$ cat src/neuron_params.svh
`ifndef NEURON_PARAMS_SVH
`define NEURON_PARAMS_SVH

// ~~~~~~~~~~~~~~~~~~~~~~~~~~~~~~
// fixed-point format
// ~~~~~~~~~~~~~~~~~~~~~~~~~~~~~~

// fraction bits of every fixed-point number.
`define NEURON_FRAC_BITS 8

// ~~~~~~~~~~~~~~~~~~~~~~~~~~~~~~
// sigmoid table
// ~~~~~~~~~~~~~~~~~~~~~~~~~~~~~~

// beyond this magnitude the activation saturates.
`define SIGMOID_RANGE 6

// low argument bits used as table address.
`define SIGMOID_INDEX_BITS 12

`endif

$ cat src/fixed_point_pkg.sv
`default_nettype none

package fixed_point_pkg;

  // ~~~~~~~~~~~~~~~~~~~~~~~~~~~~~~
  // number types
  // ~~~~~~~~~~~~~~~~~~~~~~~~~~~~~~

  // signed, 8 fraction bits.
  typedef logic signed [15:0] fixed_t;

  // unsigned fraction of one.
  typedef logic [7:0] activation_t;

  // running sum of the dot product.
  typedef logic signed [31:0] accumulator_t;

  // ~~~~~~~~~~~~~~~~~~~~~~~~~~~~~~
  // limits
  // ~~~~~~~~~~~~~~~~~~~~~~~~~~~~~~

  localparam fixed_t fixed_max = 16'sh7fff;
  localparam fixed_t fixed_min = 16'sh8000;

  // largest activation, just under one.
  localparam activation_t activation_max = 8'hff;

endpackage

`default_nettype wire

$ cat src/stream_pkg.sv
`default_nettype none

package stream_pkg;

  // ~~~~~~~~~~~~~~~~~~~~~~~~~~~~~~
  // stream payloads
  // ~~~~~~~~~~~~~~~~~~~~~~~~~~~~~~

  // one element of an input vector.
  // last marks the final pair of the vector.
  typedef struct packed {
    fixed_point_pkg::fixed_t sample;
    fixed_point_pkg::fixed_t weight;
    logic                    last;
  } term_t;

endpackage

`default_nettype wire

$ cat src/dot_product.sv
`default_nettype none
`timescale 1ns/1ps

`include "neuron_params.svh"

module dot_product (
  input  logic                    clock,
  input  logic                    reset,

  input  logic                    term_valid,
  input  stream_pkg::term_t       term,
  output logic                    term_ready,

  output logic                    argument_valid,
  output fixed_point_pkg::fixed_t argument,
  input  logic                    argument_ready
);
  import fixed_point_pkg::*;

  accumulator_t accumulator;
  accumulator_t product;
  accumulator_t sum;
  logic         term_fire;

  // ~~~~~~~~~~~~~~~~~~~~~~~~~~~~~~
  // multiply and add
  // ~~~~~~~~~~~~~~~~~~~~~~~~~~~~~~

  assign term_fire = term_valid && term_ready;

  // full-width product, rescaled to 8 fraction bits.
  assign product = accumulator_t'(term.sample) * accumulator_t'(term.weight);
  assign sum     = accumulator + (product >>> `NEURON_FRAC_BITS);

  // no new terms while the argument waits.
  assign term_ready = !argument_valid;

  always_ff @(posedge clock) begin
    if (reset) begin
      accumulator <= '0;
    end else if (term_fire) begin
      accumulator <= term.last ? '0 : sum;
    end
  end

  // ~~~~~~~~~~~~~~~~~~~~~~~~~~~~~~
  // argument output
  // ~~~~~~~~~~~~~~~~~~~~~~~~~~~~~~

  always_ff @(posedge clock) begin
    if (reset) begin
      argument_valid <= 1'b0;
    end else if (term_fire && term.last) begin
      argument_valid <= 1'b1;
    end else if (argument_ready) begin
      argument_valid <= 1'b0;
    end
  end

  // clamp the vector's sum to 16 bits.
  always_ff @(posedge clock) begin
    if (term_fire && term.last) begin
      if (sum > accumulator_t'(fixed_max)) begin
        argument <= fixed_max;
      end else if (sum < accumulator_t'(fixed_min)) begin
        argument <= fixed_min;
      end else begin
        argument <= fixed_t'(sum);
      end
    end
  end

endmodule

`default_nettype wire

$ cat config.mk
export PLATFORM = sky130hd
export DESIGN_NAME = dot_product
export DESIGN_NICKNAME = d
export VERILOG_FILES = /design/src/fixed_point_pkg.sv /design/src/stream_pkg.sv /design/src/dot_product.sv
export VERILOG_INCLUDE_DIRS = /design/src
export SDC_FILE = /design/constraint.sdc
export NUM_CORES = 1
export LEC_CHECK = 0
export BUFFER_PORTS_ARGS = -buffer_cell sky130_fd_sc_hd__buf_2
export CORE_MARGIN = 2
export CORE_UTILIZATION = 50
export DETAILED_ROUTE_END_ITERATION = 7
export PLACE_DENSITY = 0.76
export REMOVE_ABC_BUFFERS = 1
export SYNTH_ARGS = -nofsm -noshare
export SYNTH_HDL_FRONTEND = slang
export SYNTH_SLANG_ARGS = --single-unit
$ cat constraint.sdc
create_clock -name clock -period 12.06 [get_ports clock]
set_input_delay 1.206 -clock clock [delete_from_list [all_inputs] [get_ports clock]]
set_output_delay 1.206 -clock clock [all_outputs]
set_load 0.005 [all_outputs]
# Word-level counts from Yosys, hierarchy flattened
# Index checks and enable logic that the tools add are counted.
# W data, S select, Z words.
# totals
ff_bits,49
input_bits,37
out_inout_bits,18
word_cells,15
# classes
n_addsub,1
mul,1
order_cmp,2
n_mux,4
reduce_logical,4
# ops
cell,count
$add A32 B24 Y32,1
$gt A32 B16 Y1 const B,1
$lt A32 B16 Y1 const B,1
$mul A16 B16 Y32,1
$mux W32,1
$mux W16,1
$logic_and A1 B1 Y1,2
$mux W1,2
$reduce_bool A2 Y1,1
$logic_not A1 Y1,1

# Depth between registers and ports, before layout
# Gate-level depths: netlist (run 1).
# depth
word_depth,4
depth_mapped,38
depth_no_buf,36

# Least setup slack after synthesis (run 1)
# No wires, ideal clock.
# synth_timing
path_type,input to register
from,input term[32] (netlist name)
to,"register argument[13], data pin"
setup_time_ps,259
arrival_ps,9056
required_time_ps,11801
slack_ps,2745
path_stages,34
n_path_buf,2
path_cell_list,clkbuf_1 -> nand2_1 -> inv_1 -> fa_1 -> inv_1 -> fa_1 -> inv_1 -> fa_1 -> fa_1 -> fa_1 -> inv_1 -> fa_1 -> inv_1 -> ha_1 -> a21oi_1 -> nor2b_1 -> a311o_1 -> a31o_2 -> a21oi_1 -> nor2b_1 -> nor2_1 -> xnor2_1 -> ha_1 -> nand4_1 -> a21oi_1 -> a221o_1 -> o21ai_1 -> a221oi_1 -> or3_1 -> nand3_1 -> nor4_4 -> a311oi_4 -> buf_6 -> o21ai_2
# synth_via
elab_chain_len,4
word_cells_on_any_way,5
cone_classes,1 x add/sub; 1 x mul; 2 x order compare; 1 x mux
# synth_rtl
item,line_no,rtl
start: declaration,dot_product.sv:11,"input stream_pkg::term_t term,"
$mul A16 B16 Y32 *,dot_product.sv:32,assign product = accumulator_t'(term.sample) * accumulator_t'(term.weight);
$add A32 B24 Y32 *,dot_product.sv:33,assign sum = accumulator + (product >>> `NEURON_FRAC_BITS);
$lt A32 B16 Y1,dot_product.sv:65,end else if (sum < accumulator_t'(fixed_min)) begin
$mux W16,dot_product.sv:65,
end signal: assignment,dot_product.sv:64,argument <= fixed_max;
end signal: assignment,dot_product.sv:66,argument <= fixed_min;
end signal: assignment,dot_product.sv:68,argument <= fixed_t'(sum);
end: declaration,dot_product.sv:15,"output fixed_point_pkg::fixed_t argument,"
# Every way passes the cells marked *; elsewhere a longest branch is shown, timed or not.
# A chain may end at the register's enable or synchronous reset.

# Worst setup path after layout (run 1)
# layout_timing
from,input term[22] (netlist name)
to,"register argument[1], data pin"
# Same word-level chain as after synthesis.

==> qor.csv, run 1 <==
metric,value,unit
post_cts.repair.setup_buffers,0,
critPathMaxFanout,16,
gp_congestion,0.928,
routed_wirelength,30.4,mm
post_drt_wl_per_cell,16.5,µm
holdBufCountCts,0,
max_slew.worst_pin.slew,0.907,ns
setup_tns,0,ns
floorplan.initialDensity,51.2,%
numCtsBuffers,5,
final_critical_path_setup_slack,1.77,ns
clk-insertion-delay-late,0.30,ns
total_routing_resource_utilization_after_global_routing,22.7,%
grt_pass1_wl,52.5,mm
report.final.hold_viol_count,0,
core-area,0.0262,mm²
timing.final.crit_share,85.3,%
dp_hpwl,25.8,mm
route.antenna.remaining_nets,0,
rrSetupSlack,8.07,ns
timing.critical_path.required,12.06,ns
cell_count_after_synthesis,1503,
endpoint_kind,flip-flop,
finalNetCount,1923,
routed-via-count,10200,
worst_clock_skew,0.00719,ns
detailedRoute.firstPassIterationCount,5,
synth-edff-count,16,
rsz0062_at_grt,no,
clkTransAtPathRegs,0.08,ns
die_w,168,µm
final_layout_size_suffix_gt1_share,7.07,%
synth-seq-area-share,8.50,%
timing.hold.worst.class,flip-flop to flip-flop,
relSlewSlack,39.3,%
synthesis.area,0.0134,mm²
first_global_vias,10800,
cts_tree,done,
antenna_found_initial,0,
finish.cell_count_without_fillers,1849,
max_clock_freq,97.2,MHz
holdWs,0.464,ns
avgSynthCellArea,8.94,µm²
drt_first_iter_violations,702,
setup_viol,0,
timing.critical_path.from_type,input pin,
worstSetupPathType,input pin to flip-flop,
maxCapViolCount,0,
grt_start_max_net_pins,55,
post-place-ws,1.56,ns
io_pins,55,
floorplan.die.height,168,µm
status,"finished, final reports clean",
cts_max_level,2,
yosys_warnings,0,
grt_overflow,0,
path_common_cell,sky130_fd_sc_hd__fa_1,
placementRows,59,
min_period,10.29,ns
synth_cell_type_count,84,
postSynth.topFlopCell,sky130_fd_sc_hd__dfxtp_1,
antenna_cells,0,
cts_root_buf,sky130_fd_sc_hd__clkbuf_16,
critical_path.slowest_cell,sky130_fd_sc_hd__o22ai_2,
numPlacedInstances,1841,
detail_route.vias_per_cell,5.54,
areaGrowthSynthToFinish,4.69,%
cts-resized-gates,0,
slew_viol_final,0,
timing.critical_path.slowest_cell_delay,0.66,ns
endpoint_arrival_time_on_the_critical_path,10.28,ns
cts.sink_count,49,
post-route-drc-count,0,
async_flop_share,0,%
overall_die_area,0.0282,mm²
synth-seq-cells,49,
port_buffers,54,
cts_buffer_depth,2,
-- area by class of cell --
cell class,instances,area (µm²)
Fill cell,2317,12100
Multi-Input combinational cell,1083,10900
Inverter,319,1200
Sequential cell,49,1140
Tap cell,335,419
Timing Repair Buffer,55,278
Clock buffer,5,125
Clock inverter,3,28.8
-- final timing paths --
| check | from | to | cells after the start |
|---|---|---|---|
| max | term[22] | argument[1]$_SDFFCE_PN1P_ | 32 |
| min | accumulator[24]$_SDFFE_PP0P_ | accumulator[24]$_SDFFE_PP0P_ | 2 |
| max reg2reg | accumulator[0]$_SDFFE_PP0P_ | argument[1]$_SDFFCE_PN1P_ | 13 |
| min reg2reg | accumulator[24]$_SDFFE_PP0P_ | accumulator[24]$_SDFFE_PP0P_ | 2 |
-- cell usage after synthesis (all sizes together), types with 3 or more instances --
cell	instances	area share (%)
a211o	3	0.20
a211oi	8	0.48
a21boi	3	0.17
a21o	21	1.2
a21oi	67	2.8
a22oi	9	0.54
a31oi	5	0.28
and2	124	5.8
and3	11	0.51
buf	8	0.42
clkbuf	44	1.2
dfxtp	33	4.9
edfxtp	16	3.6
fa	262	39
ha	111	10
inv	319	8.9
nand2	163	4.6
nand2b	9	0.42
nand3	16	0.63
nand4	11	0.56
nor2	69	1.9
nor2b	7	0.38
nor3	26	1.1
nor4	7	0.48
o211ai	5	0.28
o21a	11	0.61
o21ai	35	1.6
o21bai	3	0.17
or2	3	0.14
or3	5	0.27
xnor2	32	2.3
xor2	16	1.0
-- worst max-delay path, delay by kind of cell --
family                     cells  cell delay, ns
xor gates and xnor gates       1            0.11
buffers and inverters          3            0.44
AOI/OAI and AO/OA             14            3.85
and+or+nand+nor                6            1.05
adders and majority gates      8            3.62
-- metrics by stage --
step | area [µm²] | util, %
finish | 14100 | 53.7
detailed placement | 13900 | 53.1
global route | 14100 | 53.7
floorplan | 13200 | -
global placement | 13900 | 53.1
CTS | 14100 | 53.7
-- sequential cells by signal, indices dropped and copies added, names as in the netlist --
signal	cells
argument_valid	1
argument	16
accumulator	32
-- routing by layer --
| layer | up-vias | GRT usage [%] | share of wire (%) |
|---|---|---|---|
| met4 | 0 | 5.94 | 2.5 |
| met1 | 5111 | 29.9 | 42 |
| met2 | 353 | 39.6 | 50 |
| met5 | - | 0 | 0 |
| li1 | 4711 | - | - |
| met3 | 67 | 3.27 | 5.6 |
-- kinds of logic after synthesis --
group,synth area share (%)
xor gates and xnor gates,3.47
adders and majority gates,49.4
buffers and inverters,10.6
DFF,8.50
and+or+nand+nor,17.4
AOI/OAI and AO/OA,10.6
muxes,0.0745
-- cells in the final DEF, fill, tap and decap left out, drive strengths merged, types with 5 or more instances in the layout --
master,netlist,final
inv,319,321
fa,262,262
nand2,163,163
and2,124,124
ha,111,111
nor2,69,69
a21oi,67,67
buf,8,55
o21ai,35,35
dfxtp,33,33
xnor2,32,32
nor3,26,26
a21o,21,21
xor2,16,16
edfxtp,16,16
nand3,16,16
and3,11,11
o21a,11,11
nand4,11,11
nand2b,9,9
a22oi,9,9
a211oi,8,8
nor2b,7,7
nor4,7,7
o211ai,5,5
clkbuf,44,5
a31oi,5,5
or3,5,5
Power of run 1 is left out: the tool's default activity adds up to more than one toggle a clock period on the data nets, which glitch-free logic cannot reach.
==> run 2, diff against run 1 <==
- REMOVE_ABC_BUFFERS: 1 -> unset
==> run 2 against run 1 <==
Effect of this change: worst setup slack better by 0.068 ns; wire length down 1.0%; register-to-register slack better by 0.09 ns; clock skew up 0.0014 ns; first-iteration DRC count down 9.7%; die area unchanged; critical path type unchanged.
==> qor.csv, run 2 (synthesis results as in run 1) <==
metric,value,unit
status,"finished, final reports clean",
post_cts.repair.setup_buffers,0,
die_w,168,µm
critPathMaxFanout,16,
routed_wirelength,30.1,mm
finish.cell_count_without_fillers,1849,
finalNetCount,1923,
setup_viol,0,
most-common-layout-cells,"sky130_fd_sc_hd__inv_1 (318), sky130_fd_sc_hd__fa_1 (262), sky130_fd_sc_hd__nand2_1 (163)",
rrSetupSlack,8.16,ns
cts.sink_count,49,
report.final.hold_viol_count,0,
cts_buffer_depth,2,
route.antenna.remaining_nets,0,
rsz0062_at_grt,no,
overall_die_area,0.0282,mm²
port_buffers,54,
largest-register,accumulator,
maxCapViolCount,0,
gp_congestion,0.954,
timing.critical_path.required,12.06,ns
min_period,10.22,ns
setup_tns,0,ns
dp_hpwl,25.4,mm
io_pins,55,
final_common_cell,sky130_fd_sc_hd__inv_1,
flip_flop_count_of_the_largest_register_after_layout,32,
worstSetupPathType,input pin to flip-flop,
grt_pass1_wl,51.7,mm
cts-resized-gates,0,
areaGrowthSynthToFinish,4.69,%
worst_clock_skew,0.00862,ns
max_clock_freq,97.9,MHz
core-area,0.0262,mm²
numPlacedInstances,1841,
grt_overflow,0,
numCtsBuffers,5,
endpoint_arrival_time_on_the_critical_path,10.22,ns
dr_wl_met2,15.9,mm
clkTransAtPathRegs,0.08,ns
cts_max_level,2,
max_slew.worst_pin.slew,1.00,ns
timing.final.crit_share,84.7,%
post-route-cell-area,0.0141,mm²
first_global_vias,10600,
timing.hold.worst.class,flip-flop to flip-flop,
critical_path.slowest_cell,sky130_fd_sc_hd__fa_1,
clk-insertion-delay-late,0.30,ns
met1_length,11.8,mm
detailedRoute.firstPassIterationCount,5,
antenna_found_initial,0,
postLayoutCoreUtil,53.7,%
post-route-drc-count,0,
timing.critical_path.slowest_cell_delay,0.59,ns
slew_viol_final,0,
cts_root_buf,sky130_fd_sc_hd__clkbuf_16,
timing.critical_path.from_type,input pin,
floorplan.die.height,168,µm
relSlewSlack,33.1,%
cts_tree,done,
grt_start_max_net_pins,55,
drt_first_iter_violations,634,
placementRows,59,
total_routing_resource_utilization_after_global_routing,22.4,%
antenna_cells,0,
top_layer,met4,
detailroute.wirelength.met3,1.53,mm
layout_top_registers,"accumulator x32, argument x16, argument_valid x1",
synthesis.nets,1913,
holdBufCountCts,0,
path_common_cell,sky130_fd_sc_hd__fa_1,
post_drt_wl_per_cell,16.3,µm
endpoint_kind,flip-flop,
post_dp_cell_area,0.0139,mm²
detail_route.vias_per_cell,5.57,
floorplan.initialDensity,51.2,%
final_layout_size_suffix_gt1_share,7.07,%
routed-via-count,10300,
[run 2: cell types whose count changed in the layout (fill, tap and decap cells not counted)]
cell,previous run,this run
sky130_fd_sc_hd__clkinv_4,1,0
sky130_fd_sc_hd__inv_6,1,2
[run 2: per-layer routing]
layer  GRT usage [%]  vias up
li1                -     4713
met1            28.7     5192
met2            40.5      333
met3            2.07       66
met4            6.28        0
met5               0        -
[run 2: area by class of cell]
| cell class | instances | area, µm² |
|---|---|---|
| fill | 2321 | 12100 |
| multi-input combinational | 1083 | 10900 |
| inverter | 319 | 1200 |
| sequential | 49 | 1140 |
| tap | 335 | 419 |
| timing repair buffer | 55 | 278 |
| clock buffer | 5 | 125 |
| clock inverter | 3 | 28.8 |
[run 2: per-stage QoR]
stage / setup WS (ns) / hold slack, ns
4_1_cts: 1.94 / 0.464
3_5_place_dp: 1.65 / 0.451
6_report: 1.84 / 0.458
2_1_floorplan: 2.74 / 0.430
5_1_grt: 1.31 / 0.478
3_3_place_gp: 1.87 / 0.445
[run 2: worst paths after layout]
path | end | start | cells past startpoint
max | argument[3]$_SDFFCE_PN1P_ | term[2] | 33
min | accumulator[31]$_SDFFE_PP0P_ | accumulator[31]$_SDFFE_PP0P_ | 2
max reg2reg | argument[3]$_SDFFCE_PN1P_ | accumulator[0]$_SDFFE_PP0P_ | 13
min reg2reg | accumulator[31]$_SDFFE_PP0P_ | accumulator[31]$_SDFFE_PP0P_ | 2
[run 2: critical path, delay by kind of cell]
family / cells / cell delay [ns]
XOR/XNOR: 1 / 0.10
AND/OR/NAND/NOR: 6 / 0.78
adder cells (fa/ha/maj): 8 / 4.02
buffers and inverters: 6 / 0.83
AO/OA/AOI/OAI: 12 / 3.27
Power of run 2 is left out for the same reason.
==> run 3, diff against run 2 <==
- clock period: 12.06 -> 10.35 ns (I/O delays scaled with it)
==> run 3 against run 2 <==
Effect of this change: non-clock buffer count increased by 2; worst setup slack got worse by 1.1 ns; core utilization increased by 0.057 points; cell area increased by 0.11%; highest routed layer unchanged; critical endpoint unchanged; die area unchanged; sequential share of layout area about the same; wire length increased by 0.37%; clock-buffer cell count unchanged; clock skew decreased by 0.0011 ns; flip-flop and latch count unchanged; critical path depth increased by 1; worst hold slack improved by 0.0085 ns.
==> qor.csv, run 3 (synthesis results as in run 1) <==
metric,value,unit
antenna_found_initial,0,
total_routing_resource_utilization_after_global_routing,22.5,%
flip_flop_count_of_the_largest_register_after_layout,32,
largest-register,accumulator,
timing.final.crit_share,93.2,%
crit-reg2reg-launch,accumulator[0]$_SDFFE_PP0P_,
timing.critical_path.from_type,input pin,
grt_start_max_net_pins,55,
timing.critical_path.slowest_cell_delay,0.58,ns
post_cts.repair.setup_buffers,0,
setup_viol,0,
drt_first_iter_violations,688,
cts.sink_count,49,
hold_path_end,accumulator[26]$_SDFFE_PP0P_,
port_buffers,54,
post_drt_wl_per_cell,16.3,µm
routed-via-count,10200,
cts-resized-gates,0,
cts_max_level,2,
final_common_cell,sky130_fd_sc_hd__inv_1,
synthesis.nets,1913,
timing.critical_path.required,10.39,ns
whs_path_depth,2,
finalNetCount,1925,
cts_tree,done,
placementRows,59,
status,"finished, final reports clean",
areaGrowthSynthToFinish,4.80,%
cts_buffer_depth,2,
post-route-drc-count,0,
rsz0062_at_grt,no,
worst_clock_skew,0.00756,ns
worstSetupPathType,input pin to flip-flop,
numCtsBuffers,5,
floorplan.initialDensity,51.2,%
overall_die_area,0.0282,mm²
rrSetupSlack,6.72,ns
max_slew.worst_pin.slew,1.01,ns
most-common-layout-cells,"sky130_fd_sc_hd__inv_1 (318), sky130_fd_sc_hd__fa_1 (262), sky130_fd_sc_hd__nand2_1 (163)",
dp_hpwl,25.5,mm
grt_overflow,0,
slew_viol_final,0,
route.antenna.remaining_nets,0,
endpoint_kind,flip-flop,
layout_top_registers,"accumulator x32, argument x16, argument_valid x1",
critPathMaxFanout,16,
critical_path.reg2reg.endpoint,argument[3]$_SDFFCE_PN1P_,
setup_tns,0,ns
floorplan.die.height,168,µm
io_pins,55,
holdBufCountCts,0,
worst-r2r-cell-count,14,
maxCapViolCount,0,
routed_wirelength,30.3,mm
cts_root_buf,sky130_fd_sc_hd__clkbuf_16,
max_clock_freq,104,MHz
path_common_cell,sky130_fd_sc_hd__fa_1,
min_period,9.64,ns
report.final.hold_viol_count,0,
clkTransAtPathRegs,0.07,ns
critical_path.slowest_cell,sky130_fd_sc_hd__fa_1,
timing.hold.worst.class,flip-flop to flip-flop,
clk-insertion-delay-late,0.29,ns
relSlewSlack,32.2,%
holdCritStartpoint,accumulator[26]$_SDFFE_PP0P_,
endpoint_arrival_time_on_the_critical_path,9.68,ns
final_layout_size_suffix_gt1_share,7.19,%
detail_route.vias_per_cell,5.54,
detailedRoute.firstPassIterationCount,5,
core-area,0.0262,mm²
gp_congestion,0.907,
first_global_vias,11000,
antenna_cells,0,
die_w,168,µm
grt_pass1_wl,51.9,mm
run 3: cell types whose count changed in the layout (fill, tap and decap cells not counted):
| cell | previous run | this run |
|---|---|---|
| sky130_fd_sc_hd__clkinv_4 | 0 | 1 |
| sky130_fd_sc_hd__buf_4 | 1 | 3 |
| sky130_fd_sc_hd__inv_6 | 2 | 1 |
run 3: critical path, delay by kind of cell:
family	cells	cell delay (ns)
adder cells (fa/ha/maj)	8	3.89
buffers and inverters	7	1.10
XOR/XNOR	1	0.15
AO/OA/AOI/OAI	11	2.29
AND/OR/NAND/NOR	7	1.18
run 3: final cells by class:
type	count	area, µm²
fillers	2344	12100
multi-input cells	1083	10900
flip-flops and latches	49	1140
clock inverters	3	28.8
well taps	335	419
repair buffers	57	293
inverters	319	1200
clock buffers	5	125
run 3: how the worst max path moves through the flow:
stage,start,to,depth (start not counted)
4_1_cts,term[2],argument[3]$_SDFFCE_PN1P_,34
3_5_place_dp,term[2],argument[3]$_SDFFCE_PN1P_,34
2_1_floorplan,term[32],argument[13]$_SDFFCE_PN1P_,34
6_report,term[2],argument[3]$_SDFFCE_PN1P_,34
3_3_place_gp,term[2],argument[2]$_SDFFCE_PN1P_,34
5_1_grt,term[2],argument[3]$_SDFFCE_PN1P_,34
run 3: metal layers:
layer  global-route usage (%)  part of all wire [%]
met1                     27.8                    39
met2                     40.9                    52
met3                     2.30                   4.8
met4                     8.09                   3.6
met5                        0                     0
run 3: per-stage QoR:
stage | instances | setup slack (ns) | area (µm²) | hold WS [ns] | util, %
6_report | 1851 | 0.706 | 14100 | 0.467 | 53.7
5_1_grt | 1851 | 0.0732 | 14100 | 0.499 | 53.7
4_1_cts | 1851 | 0.739 | 14100 | 0.466 | 53.7
2_1_floorplan | 1503 | 1.21 | 13400 | 0.430 | -
3_3_place_gp | 1843 | 0.604 | 13900 | 0.445 | 53.1
3_5_place_dp | 1843 | 0.452 | 13900 | 0.453 | 53.1
Power of run 3 is left out for the same reason.
